--- config.mk ---
export PLATFORM = sky130hd
export DESIGN_NAME = synth_osc_top
export DESIGN_NICKNAME = d
export VERILOG_FILES = /design/src/logic/synth_cfg_pkg.sv /design/src/logic/osc_pkg.sv /design/src/logic/nco_phase.sv /design/src/logic/nco_ram.sv /design/src/logic/slot_config.sv /design/src/logic/slot_sequencer.sv /design/src/logic/synth_osc_top.sv /design/src/logic/voice_mixer.sv /design/src/logic/wave_shaper.sv
export SDC_FILE = /design/constraint.sdc
export NUM_CORES = 2
export LEC_CHECK = 0
export BUFFER_PORTS_ARGS = -buffer_cell sky130_fd_sc_hd__buf_4
export CELL_PAD_IN_SITES_DETAIL_PLACEMENT = 0
export CELL_PAD_IN_SITES_GLOBAL_PLACEMENT = 1
export CORE_MARGIN = 2
export CORE_UTILIZATION = 40
export CTS_CLUSTER_DIAMETER = 150
export DETAILED_ROUTE_END_ITERATION = 8
export GPL_TIMING_DRIVEN = 1
export PLACE_DENSITY_LB_ADDON = 0.1
export SLEW_MARGIN = 20
export SYNTH_ARGS = -nofsm -noshare
export SYNTH_HDL_FRONTEND = slang
export SYNTH_SLANG_ARGS = --single-unit
--- constraint.sdc ---
create_clock -name sCLK_XVXENVS -period 20.9 [get_ports sCLK_XVXENVS]
set_input_delay 1.045 -clock sCLK_XVXENVS [delete_from_list [all_inputs] [get_ports sCLK_XVXENVS]]
set_output_delay 1.045 -clock sCLK_XVXENVS [all_outputs]
set_load 0.02 [all_outputs]
--- src/logic/synth_cfg_pkg.sv ---
package synth_cfg_pkg;

    // datapath widths
    localparam int PITCH_W  = 24;
    localparam int ACCUM_W  = 26;
    localparam int PHASE_W  = 11;
    localparam int PHASE_LSB = 14;  // phase = accum[24:14]
    localparam int SAMPLE_W = 12;
    localparam int MIX_W    = 18;   // 32 full-scale slots fit
    localparam int VOICE_W  = 3;
    localparam int OSC_W    = 2;

    // phase increment added once per frame
    typedef logic [PITCH_W-1:0] pitch_t;

    // accumulator wraps modulo 2^26
    typedef logic [ACCUM_W-1:0] accum_t;

    typedef logic [PHASE_W-1:0] phase_t;

    typedef logic signed [SAMPLE_W-1:0] sample_t;

    typedef logic signed [MIX_W-1:0] mix_t;

    typedef logic [VOICE_W-1:0] voice_t;

    typedef logic [OSC_W-1:0] osc_t;

endpackage

--- src/logic/osc_pkg.sv ---
package osc_pkg;

    typedef enum logic [1:0] {
        WAVE_OFF    = 2'd0,
        WAVE_SAW    = 2'd1,
        WAVE_SQUARE = 2'd2,
        WAVE_TRI    = 2'd3
    } wave_e;

    // osc index runs fastest within a voice
    typedef struct packed {
        synth_cfg_pkg::voice_t voice;
        synth_cfg_pkg::osc_t   osc;
    } slot_t;

    // host write, one slot per strobe
    typedef struct packed {
        logic                  valid;
        slot_t                 slot;
        synth_cfg_pkg::pitch_t pitch;
        wave_e                 wave;
        logic                  key_on;
    } cfg_wr_t;

    typedef struct packed {
        synth_cfg_pkg::pitch_t pitch;
        wave_e                 wave;
        logic                  key_on;  // restart accum at zero
    } slot_cfg_t;

endpackage

--- src/logic/nco_phase.sv ---
`timescale 1ns/1ns

module nco_phase #(
    parameter int VOICES = 8,
    parameter int V_OSC  = 4
) (
    input  logic                  sCLK_XVXENVS,
    input  logic                  reset,
    input  osc_pkg::slot_t        cfg_slot,
    input  osc_pkg::slot_cfg_t    slot_cfg,
    output synth_cfg_pkg::phase_t phase,
    output osc_pkg::wave_e        wave,
    output logic                  phase_valid
);

    osc_pkg::slot_t        slot_d1;
    osc_pkg::slot_cfg_t    cfg_d1;
    logic                  in_valid;  // slot_cfg input is live
    logic                  valid_d1;
    synth_cfg_pkg::accum_t ram_q;
    synth_cfg_pkg::accum_t cur_acc;
    synth_cfg_pkg::accum_t next_acc;

    nco_ram #(
        .VOICES (VOICES),
        .V_OSC  (V_OSC)
    ) u_nco_ram (
        .sCLK_XVXENVS (sCLK_XVXENVS),
        .we           (valid_d1),
        .write_slot   (slot_d1),
        .d            (next_acc),
        .read_slot    (cfg_slot),
        .q            (ram_q)
    );

    // key-on restarts the slot at zero
    assign cur_acc  = cfg_d1.key_on ? '0 : ram_q;
    assign next_acc = cur_acc + synth_cfg_pkg::accum_t'(cfg_d1.pitch);

    always_ff @(posedge sCLK_XVXENVS) begin
        if (reset) begin
            in_valid    <= 1'b0;
            valid_d1    <= 1'b0;
            phase_valid <= 1'b0;
        end else begin
            in_valid    <= 1'b1;
            valid_d1    <= in_valid;
            phase_valid <= valid_d1;
        end
    end

    // slot and config ride along with the ram read
    always_ff @(posedge sCLK_XVXENVS) begin
        slot_d1 <= cfg_slot;
        cfg_d1  <= slot_cfg;
        phase   <= cur_acc[synth_cfg_pkg::PHASE_LSB +: synth_cfg_pkg::PHASE_W];
        wave    <= cfg_d1.wave;
    end

endmodule

--- src/logic/nco_ram.sv ---
`timescale 1ns/1ns

module nco_ram #(
    parameter int VOICES = 8,
    parameter int V_OSC  = 4
) (
    input  logic                  sCLK_XVXENVS,
    input  logic                  we,
    input  osc_pkg::slot_t        write_slot,
    input  synth_cfg_pkg::accum_t d,
    input  osc_pkg::slot_t        read_slot,
    output synth_cfg_pkg::accum_t q
);

    localparam int N     = VOICES * V_OSC;
    localparam int IDX_W = $clog2(N);

    synth_cfg_pkg::accum_t mem [N];
    logic [IDX_W-1:0]      wr_idx;
    logic [IDX_W-1:0]      rd_idx;

    // flat index, osc fastest
    assign wr_idx = IDX_W'(int'(write_slot.voice) * V_OSC + int'(write_slot.osc));
    assign rd_idx = IDX_W'(int'(read_slot.voice) * V_OSC + int'(read_slot.osc));

    always_ff @(posedge sCLK_XVXENVS) begin
        if (we) begin
            mem[wr_idx] <= d;
        end
        q <= mem[rd_idx];  // registered read
    end

endmodule

--- src/logic/slot_config.sv ---
`timescale 1ns/1ns

module slot_config #(
    parameter int VOICES = 8,
    parameter int V_OSC  = 4
) (
    input  logic               sCLK_XVXENVS,
    input  logic               reset,
    input  osc_pkg::cfg_wr_t   cfg_wr,
    input  osc_pkg::slot_t     cur_slot,
    input  logic               frame_start,
    output osc_pkg::slot_t     cfg_slot,
    output osc_pkg::slot_cfg_t slot_cfg
);

    localparam int N     = VOICES * V_OSC;
    localparam int IDX_W = $clog2(N);

    osc_pkg::slot_cfg_t shadow [N];
    osc_pkg::slot_cfg_t active [N];
    osc_pkg::slot_cfg_t cfg_next;
    logic [IDX_W-1:0]   wr_idx;
    logic [IDX_W-1:0]   rd_idx;
    logic               wr_ok;
    logic               first_frame;  // key-on forced while set
    logic               seen_start;
    logic               force_now;

    assign wr_ok  = cfg_wr.valid && (int'(cfg_wr.slot.voice) < VOICES)
                    && (int'(cfg_wr.slot.osc) < V_OSC);
    assign wr_idx = IDX_W'(int'(cfg_wr.slot.voice) * V_OSC + int'(cfg_wr.slot.osc));
    assign rd_idx = IDX_W'(int'(cur_slot.voice) * V_OSC + int'(cur_slot.osc));

    // drop the force once the second frame begins
    assign force_now = first_frame && !(frame_start && seen_start);

    always_ff @(posedge sCLK_XVXENVS) begin
        if (reset) begin
            for (int i = 0; i < N; i++) begin
                shadow[i] <= '0;  // wave off, pitch 0
                active[i] <= '0;
            end
            first_frame <= 1'b1;
            seen_start  <= 1'b0;
        end else begin
            if (frame_start) begin
                for (int i = 0; i < N; i++) begin
                    active[i]        <= shadow[i];
                    shadow[i].key_on <= 1'b0;  // pending key-on consumed
                end
                seen_start <= 1'b1;
                if (seen_start) begin
                    first_frame <= 1'b0;
                end
            end
            if (wr_ok) begin
                shadow[wr_idx].pitch  <= cfg_wr.pitch;
                shadow[wr_idx].wave   <= cfg_wr.wave;
                // sticky until the next latch
                shadow[wr_idx].key_on <= cfg_wr.key_on
                                         | (shadow[wr_idx].key_on & !frame_start);
            end
        end
    end

    // slot 0 sees the freshly latched values
    always_comb begin
        cfg_next = frame_start ? shadow[rd_idx] : active[rd_idx];
        if (force_now) begin
            cfg_next.key_on = 1'b1;
        end
    end

    always_ff @(posedge sCLK_XVXENVS) begin
        cfg_slot <= cur_slot;
        slot_cfg <= cfg_next;
    end

endmodule

--- src/logic/slot_sequencer.sv ---
`timescale 1ns/1ns

module slot_sequencer #(
    parameter int VOICES = 8,
    parameter int V_OSC  = 4
) (
    input  logic           sCLK_XVXENVS,
    input  logic           reset,
    output osc_pkg::slot_t cur_slot,
    output logic           frame_start,
    output logic           frame_end
);

    localparam synth_cfg_pkg::voice_t LAST_VOICE = synth_cfg_pkg::voice_t'(VOICES - 1);
    localparam synth_cfg_pkg::osc_t   LAST_OSC   = synth_cfg_pkg::osc_t'(V_OSC - 1);

    osc_pkg::slot_t slot_q;

    always_ff @(posedge sCLK_XVXENVS) begin
        if (reset) begin
            slot_q <= '0;
        end else if (slot_q.osc == LAST_OSC) begin
            slot_q.osc <= '0;
            if (slot_q.voice == LAST_VOICE) begin
                slot_q.voice <= '0;  // wrap to slot 0
            end else begin
                slot_q.voice <= slot_q.voice + 1'b1;
            end
        end else begin
            slot_q.osc <= slot_q.osc + 1'b1;
        end
    end

    assign cur_slot    = slot_q;
    assign frame_start = (slot_q.voice == '0) && (slot_q.osc == '0);
    assign frame_end   = (slot_q.voice == LAST_VOICE) && (slot_q.osc == LAST_OSC);

endmodule

--- src/logic/synth_osc_top.sv ---
`timescale 1ns/1ns

module synth_osc_top #(
    parameter int VOICES = 8,
    parameter int V_OSC  = 4
) (
    input  logic                sCLK_XVXENVS,
    input  logic                reset,
    input  osc_pkg::cfg_wr_t    cfg_wr,
    output synth_cfg_pkg::mix_t mix_sample,
    output logic                sample_valid
);

    localparam int FE_DELAY = 4;  // config + nco + shaper stages

    osc_pkg::slot_t         cur_slot;
    logic                   frame_start;
    logic                   frame_end;
    osc_pkg::slot_t         cfg_slot;
    osc_pkg::slot_cfg_t     slot_cfg;
    synth_cfg_pkg::phase_t  phase;
    osc_pkg::wave_e         wave;
    logic                   phase_valid;
    synth_cfg_pkg::sample_t sample;
    logic                   sample_strobe;
    logic [FE_DELAY-1:0]    fe_dly;

    slot_sequencer #(.VOICES(VOICES), .V_OSC(V_OSC)) u_slot_sequencer (
        .sCLK_XVXENVS (sCLK_XVXENVS),
        .reset        (reset),
        .cur_slot     (cur_slot),
        .frame_start  (frame_start),
        .frame_end    (frame_end)
    );

    slot_config #(.VOICES(VOICES), .V_OSC(V_OSC)) u_slot_config (
        .sCLK_XVXENVS (sCLK_XVXENVS),
        .reset        (reset),
        .cfg_wr       (cfg_wr),
        .cur_slot     (cur_slot),
        .frame_start  (frame_start),
        .cfg_slot     (cfg_slot),
        .slot_cfg     (slot_cfg)
    );

    nco_phase #(.VOICES(VOICES), .V_OSC(V_OSC)) u_nco_phase (
        .sCLK_XVXENVS (sCLK_XVXENVS),
        .reset        (reset),
        .cfg_slot     (cfg_slot),
        .slot_cfg     (slot_cfg),
        .phase        (phase),
        .wave         (wave),
        .phase_valid  (phase_valid)
    );

    wave_shaper u_wave_shaper (
        .sCLK_XVXENVS  (sCLK_XVXENVS),
        .reset         (reset),
        .phase         (phase),
        .wave          (wave),
        .phase_valid   (phase_valid),
        .sample        (sample),
        .sample_strobe (sample_strobe)
    );

    // frame_end tag follows its slot down the pipe
    always_ff @(posedge sCLK_XVXENVS) begin
        if (reset) begin
            fe_dly <= '0;
        end else begin
            fe_dly <= {fe_dly[FE_DELAY-2:0], frame_end};
        end
    end

    voice_mixer u_voice_mixer (
        .sCLK_XVXENVS  (sCLK_XVXENVS),
        .reset         (reset),
        .sample        (sample),
        .sample_strobe (sample_strobe),
        .last_in_frame (fe_dly[FE_DELAY-1]),
        .mix_sample    (mix_sample),
        .sample_valid  (sample_valid)
    );

endmodule

--- src/logic/voice_mixer.sv ---
`timescale 1ns/1ns

module voice_mixer (
    input  logic                   sCLK_XVXENVS,
    input  logic                   reset,
    input  synth_cfg_pkg::sample_t sample,
    input  logic                   sample_strobe,
    input  logic                   last_in_frame,
    output synth_cfg_pkg::mix_t    mix_sample,
    output logic                   sample_valid
);

    synth_cfg_pkg::mix_t sum;
    synth_cfg_pkg::mix_t sample_ext;
    synth_cfg_pkg::mix_t sum_next;

    assign sample_ext = synth_cfg_pkg::mix_t'(sample);  // sign extend
    assign sum_next   = sum + sample_ext;

    always_ff @(posedge sCLK_XVXENVS) begin
        if (reset) begin
            sum          <= '0;
            sample_valid <= 1'b0;
        end else begin
            sample_valid <= sample_strobe && last_in_frame;
            if (sample_strobe) begin
                // last slot closes the frame
                sum <= last_in_frame ? '0 : sum_next;
            end
        end
    end

    always_ff @(posedge sCLK_XVXENVS) begin
        if (sample_strobe && last_in_frame) begin
            mix_sample <= sum_next;
        end
    end

endmodule

--- src/logic/wave_shaper.sv ---
`timescale 1ns/1ns

module wave_shaper (
    input  logic                   sCLK_XVXENVS,
    input  logic                   reset,
    input  synth_cfg_pkg::phase_t  phase,
    input  osc_pkg::wave_e         wave,
    input  logic                   phase_valid,
    output synth_cfg_pkg::sample_t sample,
    output logic                   sample_strobe
);

    logic [9:0]             tri_q;
    synth_cfg_pkg::sample_t tri_2q;   // 2q, 0..2046
    synth_cfg_pkg::sample_t shaped;

    assign tri_q  = phase[9:0];
    assign tri_2q = synth_cfg_pkg::sample_t'({1'b0, tri_q, 1'b0});

    always_comb begin
        case (wave)
            osc_pkg::WAVE_SAW: begin
                shaped = synth_cfg_pkg::sample_t'({1'b0, phase}) - 12'sd1024;
            end
            osc_pkg::WAVE_SQUARE: begin
                shaped = phase[10] ? -12'sd1024 : 12'sd1023;
            end
            osc_pkg::WAVE_TRI: begin
                // rising half then falling half
                shaped = phase[10] ? (12'sd1023 - tri_2q) : (tri_2q - 12'sd1024);
            end
            default: begin
                shaped = '0;  // off
            end
        endcase
    end

    always_ff @(posedge sCLK_XVXENVS) begin
        if (reset) begin
            sample_strobe <= 1'b0;
        end else begin
            sample_strobe <= phase_valid;
        end
    end

    always_ff @(posedge sCLK_XVXENVS) begin
        sample <= shaped;
    end

endmodule

; After elaboration in Yosys (flattened, before gate mapping)
; Memory sizes are Yosys's and may differ from the RTL's. A register that Yosys moved wholly into a read port is not among the register bits.
; Index checks and enable logic that the tools add are counted.
[totals]
wordCells = 203
out_inout_bits = 19
in_bits = 35
mem_bits_rw = 2560
memories = 3
reg_bits = 141
[mem_list]
columns = memory, words, width, read_ports, rd_ports_with_merged_regs, write_ports, line_no
row1 = u_slot_config.active, 32, 27, 1, 0, 32, slot_config.sv:20  ; osc_pkg::slot_cfg_t active [N];
row2 = u_slot_config.shadow, 32, 27, 34, 0, 33, slot_config.sv:19  ; osc_pkg::slot_cfg_t shadow [N];
row3 = u_nco_phase.u_nco_ram.mem, 32, 26, 1, 1, 1, nco_ram.sv:18  ; synth_cfg_pkg::accum_t mem [N];
[op_classes]
eq_ne = 5
n_mux = 82
reduce_logical = 11
n_bitwise = 66
n_addsub = 11
[ops]
columns = cell, n
row1 = $mux W27, 33
row2 = $or A1 B1 Y1, 65
row3 = $mux W1, 43
row4 = $pmux W12 S3, 1
row5 = $add A26 B24 Y26, 1
row6 = $mux W26, 1
row7 = $mux W12, 2
row8 = $sub A11 B11 Y12 const B, 2
row9 = $add A5 B2 Y5, 4
row10 = $add A18 B12 Y18, 1
row11 = $mux W18, 1
row12 = $sub A10 B11 Y12 const A, 1
row13 = $eq A2 B2 Y1 const B, 3
row14 = $logic_and A1 B1 Y1, 5
row15 = $add A3 B1 Y3 const B, 1
row16 = $eq A3 B3 Y1 const B, 1
row17 = $logic_not A3 Y1, 1
row18 = $mux W3, 1
row19 = $add A2 B1 Y2 const B, 1
row20 = $eq A2 B1 Y1 const B, 1
row21 = $logic_not A1 Y1, 2
row22 = $logic_not A2 Y1, 1
row23 = $reduce_and A2 Y1, 1
row24 = $reduce_or A2 Y1, 1
row25 = $and A1 B1 Y1, 1

; Depth between registers and ports, before layout
[logic_depth]
word_depth = 6
mapped_depth = 11
depth_no_buf = 10

; Modules after synthesis
; From an unflattened synthesis, not the netlist that was laid out.
[hier_totals]
cells_unflattened = 7407
area_unflattened_um2 = 117861.8
[modules_own_cells]
columns = module, area_each_um2, seq_area_each_um2, cells_per_inst, n_inst
row1 = slot_config, 79368.6, 52570.4, 4981, 1
row2 = nco_ram, 32961.6, 25504.5, 1848, 1
row3 = nco_phase, 2411.1, 960.9, 252, 1
row4 = voice_mixer, 2217.1, 920.9, 226, 1
row5 = wave_shaper, 536.8, 240.2, 65, 1
row6 = slot_sequencer, 261.5, 100.1, 27, 1
row7 = synth_osc_top, 105.1, 80.1, 8, 1

; Worst setup path before layout
; Ideal clock, no wire load.
[synth_timing]
path_kind = reg-to-reg
from = register u_slot_sequencer.slot_q (netlist bit u_slot_sequencer.cur_slot[3])
to = memory u_slot_config.active[0][0] in the netlist's numbering (enable)
period_less_slack_ns = 19.610
path_buffers = 3
stages_incl_launch_ff = 10
setup_ns = 1.200
arrival_ns = 18.411
path_slack_ns = 1.290
required_time_ns = 19.700
path_cell_list = dfxtp_1 -> inv_1 -> buf_2 -> buf_1 -> ha_1 -> nand2_1 -> nor2_1 -> nor2_1 -> clkbuf_1 -> inv_1
[synth_lines]
columns = item, line_no
row1 = from (decl), slot_sequencer.sv:17  ; osc_pkg::slot_t slot_q;
row2 = to (decl), slot_config.sv:20

==> flow_summary.yaml <==
sta:
  maxSlewHeadroom: 0.261
  setup_slack_ns: 15.29
  fin_crit_ns: 5.61
  min_period_over_period: 0.268
  rsz0062_at_grt: "no"
  slew_violations: 0
  tns_ns: 0
  setup_viol: 0
  tightest_slew_ns: 1.11
  max_freq_mhz: 178
  fin_worst_skew_ns: 0.0410
  hold_violations: 0
drt:
  wl_per_cell_um: 29.8
  wirelength_um: 305000
  first_pass_iters: 6
  routed_via_density: 5.48
  drc: 0
  drtIter0Drc: 4416
  ant_nets: 0
  dr_total_vias: 55973
floorplan:
  rows: 193
  dieWidth_um: 532
  ios: 54
  die_y_um: 532
  core-area_um2: 277000
  start_util: 0.403
  die_area_um2: 283000
synth:
  ys_top_cells_by_area: "edfxtp_1, mux4_2, and3_1, and2_1, dfxtp_1"
  syn_area_per_cell_um2: 17.7
  netlist.area_leader.share: 0.685
  ys_types: 61
  synth_async_sr_flop_share: 0
  synthesis.nets: 6383
  netlist_instances: 6300
  yosys.cell_count.top_type: "edfxtp_1"
  synth.ff_latch_count: 2693
  synth_edf_count: 2546
  ys.warnings.count: 0
  yosysSeqAreaShare: 0.711
  synth_area_um2: 112000
  yosys_most_used_dff: "edfxtp_1"
  synth_largest_area_cell: "edfxtp_1"
  netlist_top_cells_count: "edfxtp_1, and3_1, mux4_2"
cells_and_area:
  drive_above_1_share: 0.219
  fin_area_um2: 126000
  fin_nets: 6357
  syn2layout_area_growth_pct: 12.9
  final_core_util: 0.455
  fill_cells: 23725
clocking:
  clk_pin_slew_ns: 0.06
  cts_htree_levels: 5
  worstSkewPairLatency_ns: 0.87
  cts_resized: 0
  numCtsBuffers: 304
  cts_root_buffer: "clkbuf_16"
  cts_hold_buf: 0
  cts_tree: "done"
  clockBufferDepth: 4
  post-cts-setup-buffers: 0
  clock-sinks: 2693
global_route:
  met1_usage: 0.283
  grt-busiest-layer: "met2"
  met3_usage: 0.0253
  antenna_found_initial: 16
  use_met2: 0.374
  track_usage: 0.214
  gr-total-overflow: 0
  grt_pass1_wl_um: 436000
  grt_max_degree: 217
  grt_pass1_vias: 58094
power_and_ir_drop:
  p_int_mw: 10.4
  ir_drop_uv: 61.9
  seqPwrFrac: 0.504
  switching_share: 0.248
  pwr_density_cell_nw_per_um2: 110
  switching_power_mw: 3.44
  clkPwrFrac: 0.369
  leakage_nw: 44.8
  combPwrFrac: 0.127
placed_design:
  place_ws_ns: 15.28
  port_buffers: 53
  placed_cell_area_um2: 117000
  place_congestion: 0.766
  dp_hpwl_um: 162000
worst_hold_path:
  holdPathEnd: "u_nco_phase.cfg_d1[2]"
  min_path_cells: 0
  hp-class: "reg2reg"
  min-delay-start: "u_slot_config.slot_cfg[2]"
setup_path:
  cp_data_required_time_ns: 21.36
  endpoint_kind: "register"
  timing.rr.start: "u_slot_sequencer.cur_slot[3]"
  arrival_ns: 6.07
  worstSetupPathType: "reg2reg"
  cp-start-kind: "register"
  crit_fanout: 104
  reg2reg_depth: 11
  r2r_slack_ns: 15.29
  r2r-end: "u_slot_config.active[17][12]"
status:
  run_status: "completed"
flow_run:
  drv_cap: 0
==> power groups by stage <==
stage          Combinational, mW  Sequential [mW]  Clock, mW
2_1_floorplan               1.18             7.13          0
3_3_place_gp                1.73             7.10          0
3_5_place_dp                1.77             7.11          0
4_1_cts                     1.77             7.00       5.24
5_1_grt                     1.91             7.03       5.44
6_report                    1.76             6.99       5.12
==> cell type report <==
class	instances	area, um^2	share of cell area
antenna	9	22.5	0.000179
sequential	2693	79400	0.630
multi-input combinational	3052	30800	0.245
timing repair buffer	207	1630	0.0129
inverter	16	76.3	0.000606
clock buffer	401	8280	0.0657
clock inverter	139	1110	0.00884
tap	3705	4640	0.0368
==> layout by cell type (no fill, tap or decap), types with 41 or more instances in the layout <==
cell type,synthesis,final
a21oi_1,42,42
and2_1,597,594
and3_1,733,731
buf_4,4,200
clkbuf_1,443,74
clkbuf_16,0,311
clkinv_1,0,61
clkinv_2,0,45
dfxtp_1,147,138
edfxtp_1,2546,2546
ha_1,46,46
mux4_2,663,663
nand2_1,103,86
nor2_1,98,59
nor2b_1,422,421
o21ai_0,57,41
==> cells by family (layout without fill, tap and decap cells) <==
family | count (synthesis) | in the layout | synth area share
other | 0 | 9 | 0
AND/OR/NAND/NOR | 2035 | 2035 | 0.109
multiplexers | 717 | 717 | 0.139
AO/OA/AOI/OAI | 218 | 218 | 0.0125
XOR/XNOR | 34 | 34 | 0.00267
flip-flops | 2693 | 2693 | 0.711
adder cells (fa/ha/maj) | 48 | 48 | 0.00552
buffers and inverters | 555 | 763 | 0.0198
==> per-stage QoR <==
stage / hold WS (ns) / cells / total power [mW]
after global placement: 0.315 / 9672 / 8.83
after global routing: 0.343 / 10214 / 14.4
final: 0.327 / 10222 / 13.9
after detailed placement: 0.314 / 9672 / 8.88
after CTS: 0.333 / 10212 / 14.0
after floorplan: 0.310 / 6300 / 8.30
==> worst max-delay path by stage <==
stage                                            start                           end  slack, ns  depth (start not counted)
after floorplan           u_slot_sequencer.cur_slot[3]    u_slot_config.active[0][0]       1.29                          9
after global placement    u_slot_sequencer.cur_slot[3]  u_slot_config.active[22][10]      15.34                         11
after detailed placement  u_slot_sequencer.cur_slot[3]  u_slot_config.active[22][10]      15.28                         11
after CTS                 u_slot_sequencer.cur_slot[0]    u_slot_config.slot_cfg[14]      15.28                          8
after global routing      u_slot_sequencer.cur_slot[3]  u_slot_config.active[16][12]      14.83                         11
final                     u_slot_sequencer.cur_slot[3]  u_slot_config.active[17][12]      15.29                         11
==> registers in the layout, indices dropped and copies added, names as in the netlist, 2 cells and up <==
signal / flops
u_nco_phase.u_nco_ram.mem: 800
u_slot_config.cfg_slot: 5
u_wave_shaper.sample: 11
fe_dly: 4
u_nco_phase.slot_d1: 5
u_slot_config.active: 864
u_nco_phase.phase: 11
u_slot_config.slot_cfg: 27
u_voice_mixer.sum: 18
u_nco_phase.u_nco_ram.q: 25
u_voice_mixer.mix_sample: 18
u_nco_phase.wave: 2
u_nco_phase.cfg_d1: 27
u_slot_config.shadow: 864
u_slot_sequencer.cur_slot: 5
==> layer usage <==
layer  vias to the layer above  share of wire
met3                       453          0.035
met5                         -       0.000052
met2                      1136           0.51
met4                         2          0.026
li1                      24472              -
met1                     29910           0.43
==> critical path, cell delays in order (launching register included) <==
cell     delay [ns]
dfxtp_1        0.37
inv_8          0.37
ha_1           0.28
nand2_2        0.10
nor2_1         0.12
buf_4          0.16
nor2_2         0.04
buf_4          0.27
inv_8          0.51
buf_4          0.83
buf_4          0.84
buf_4          0.91
Note: power is estimated with default switching activity, not from simulation.
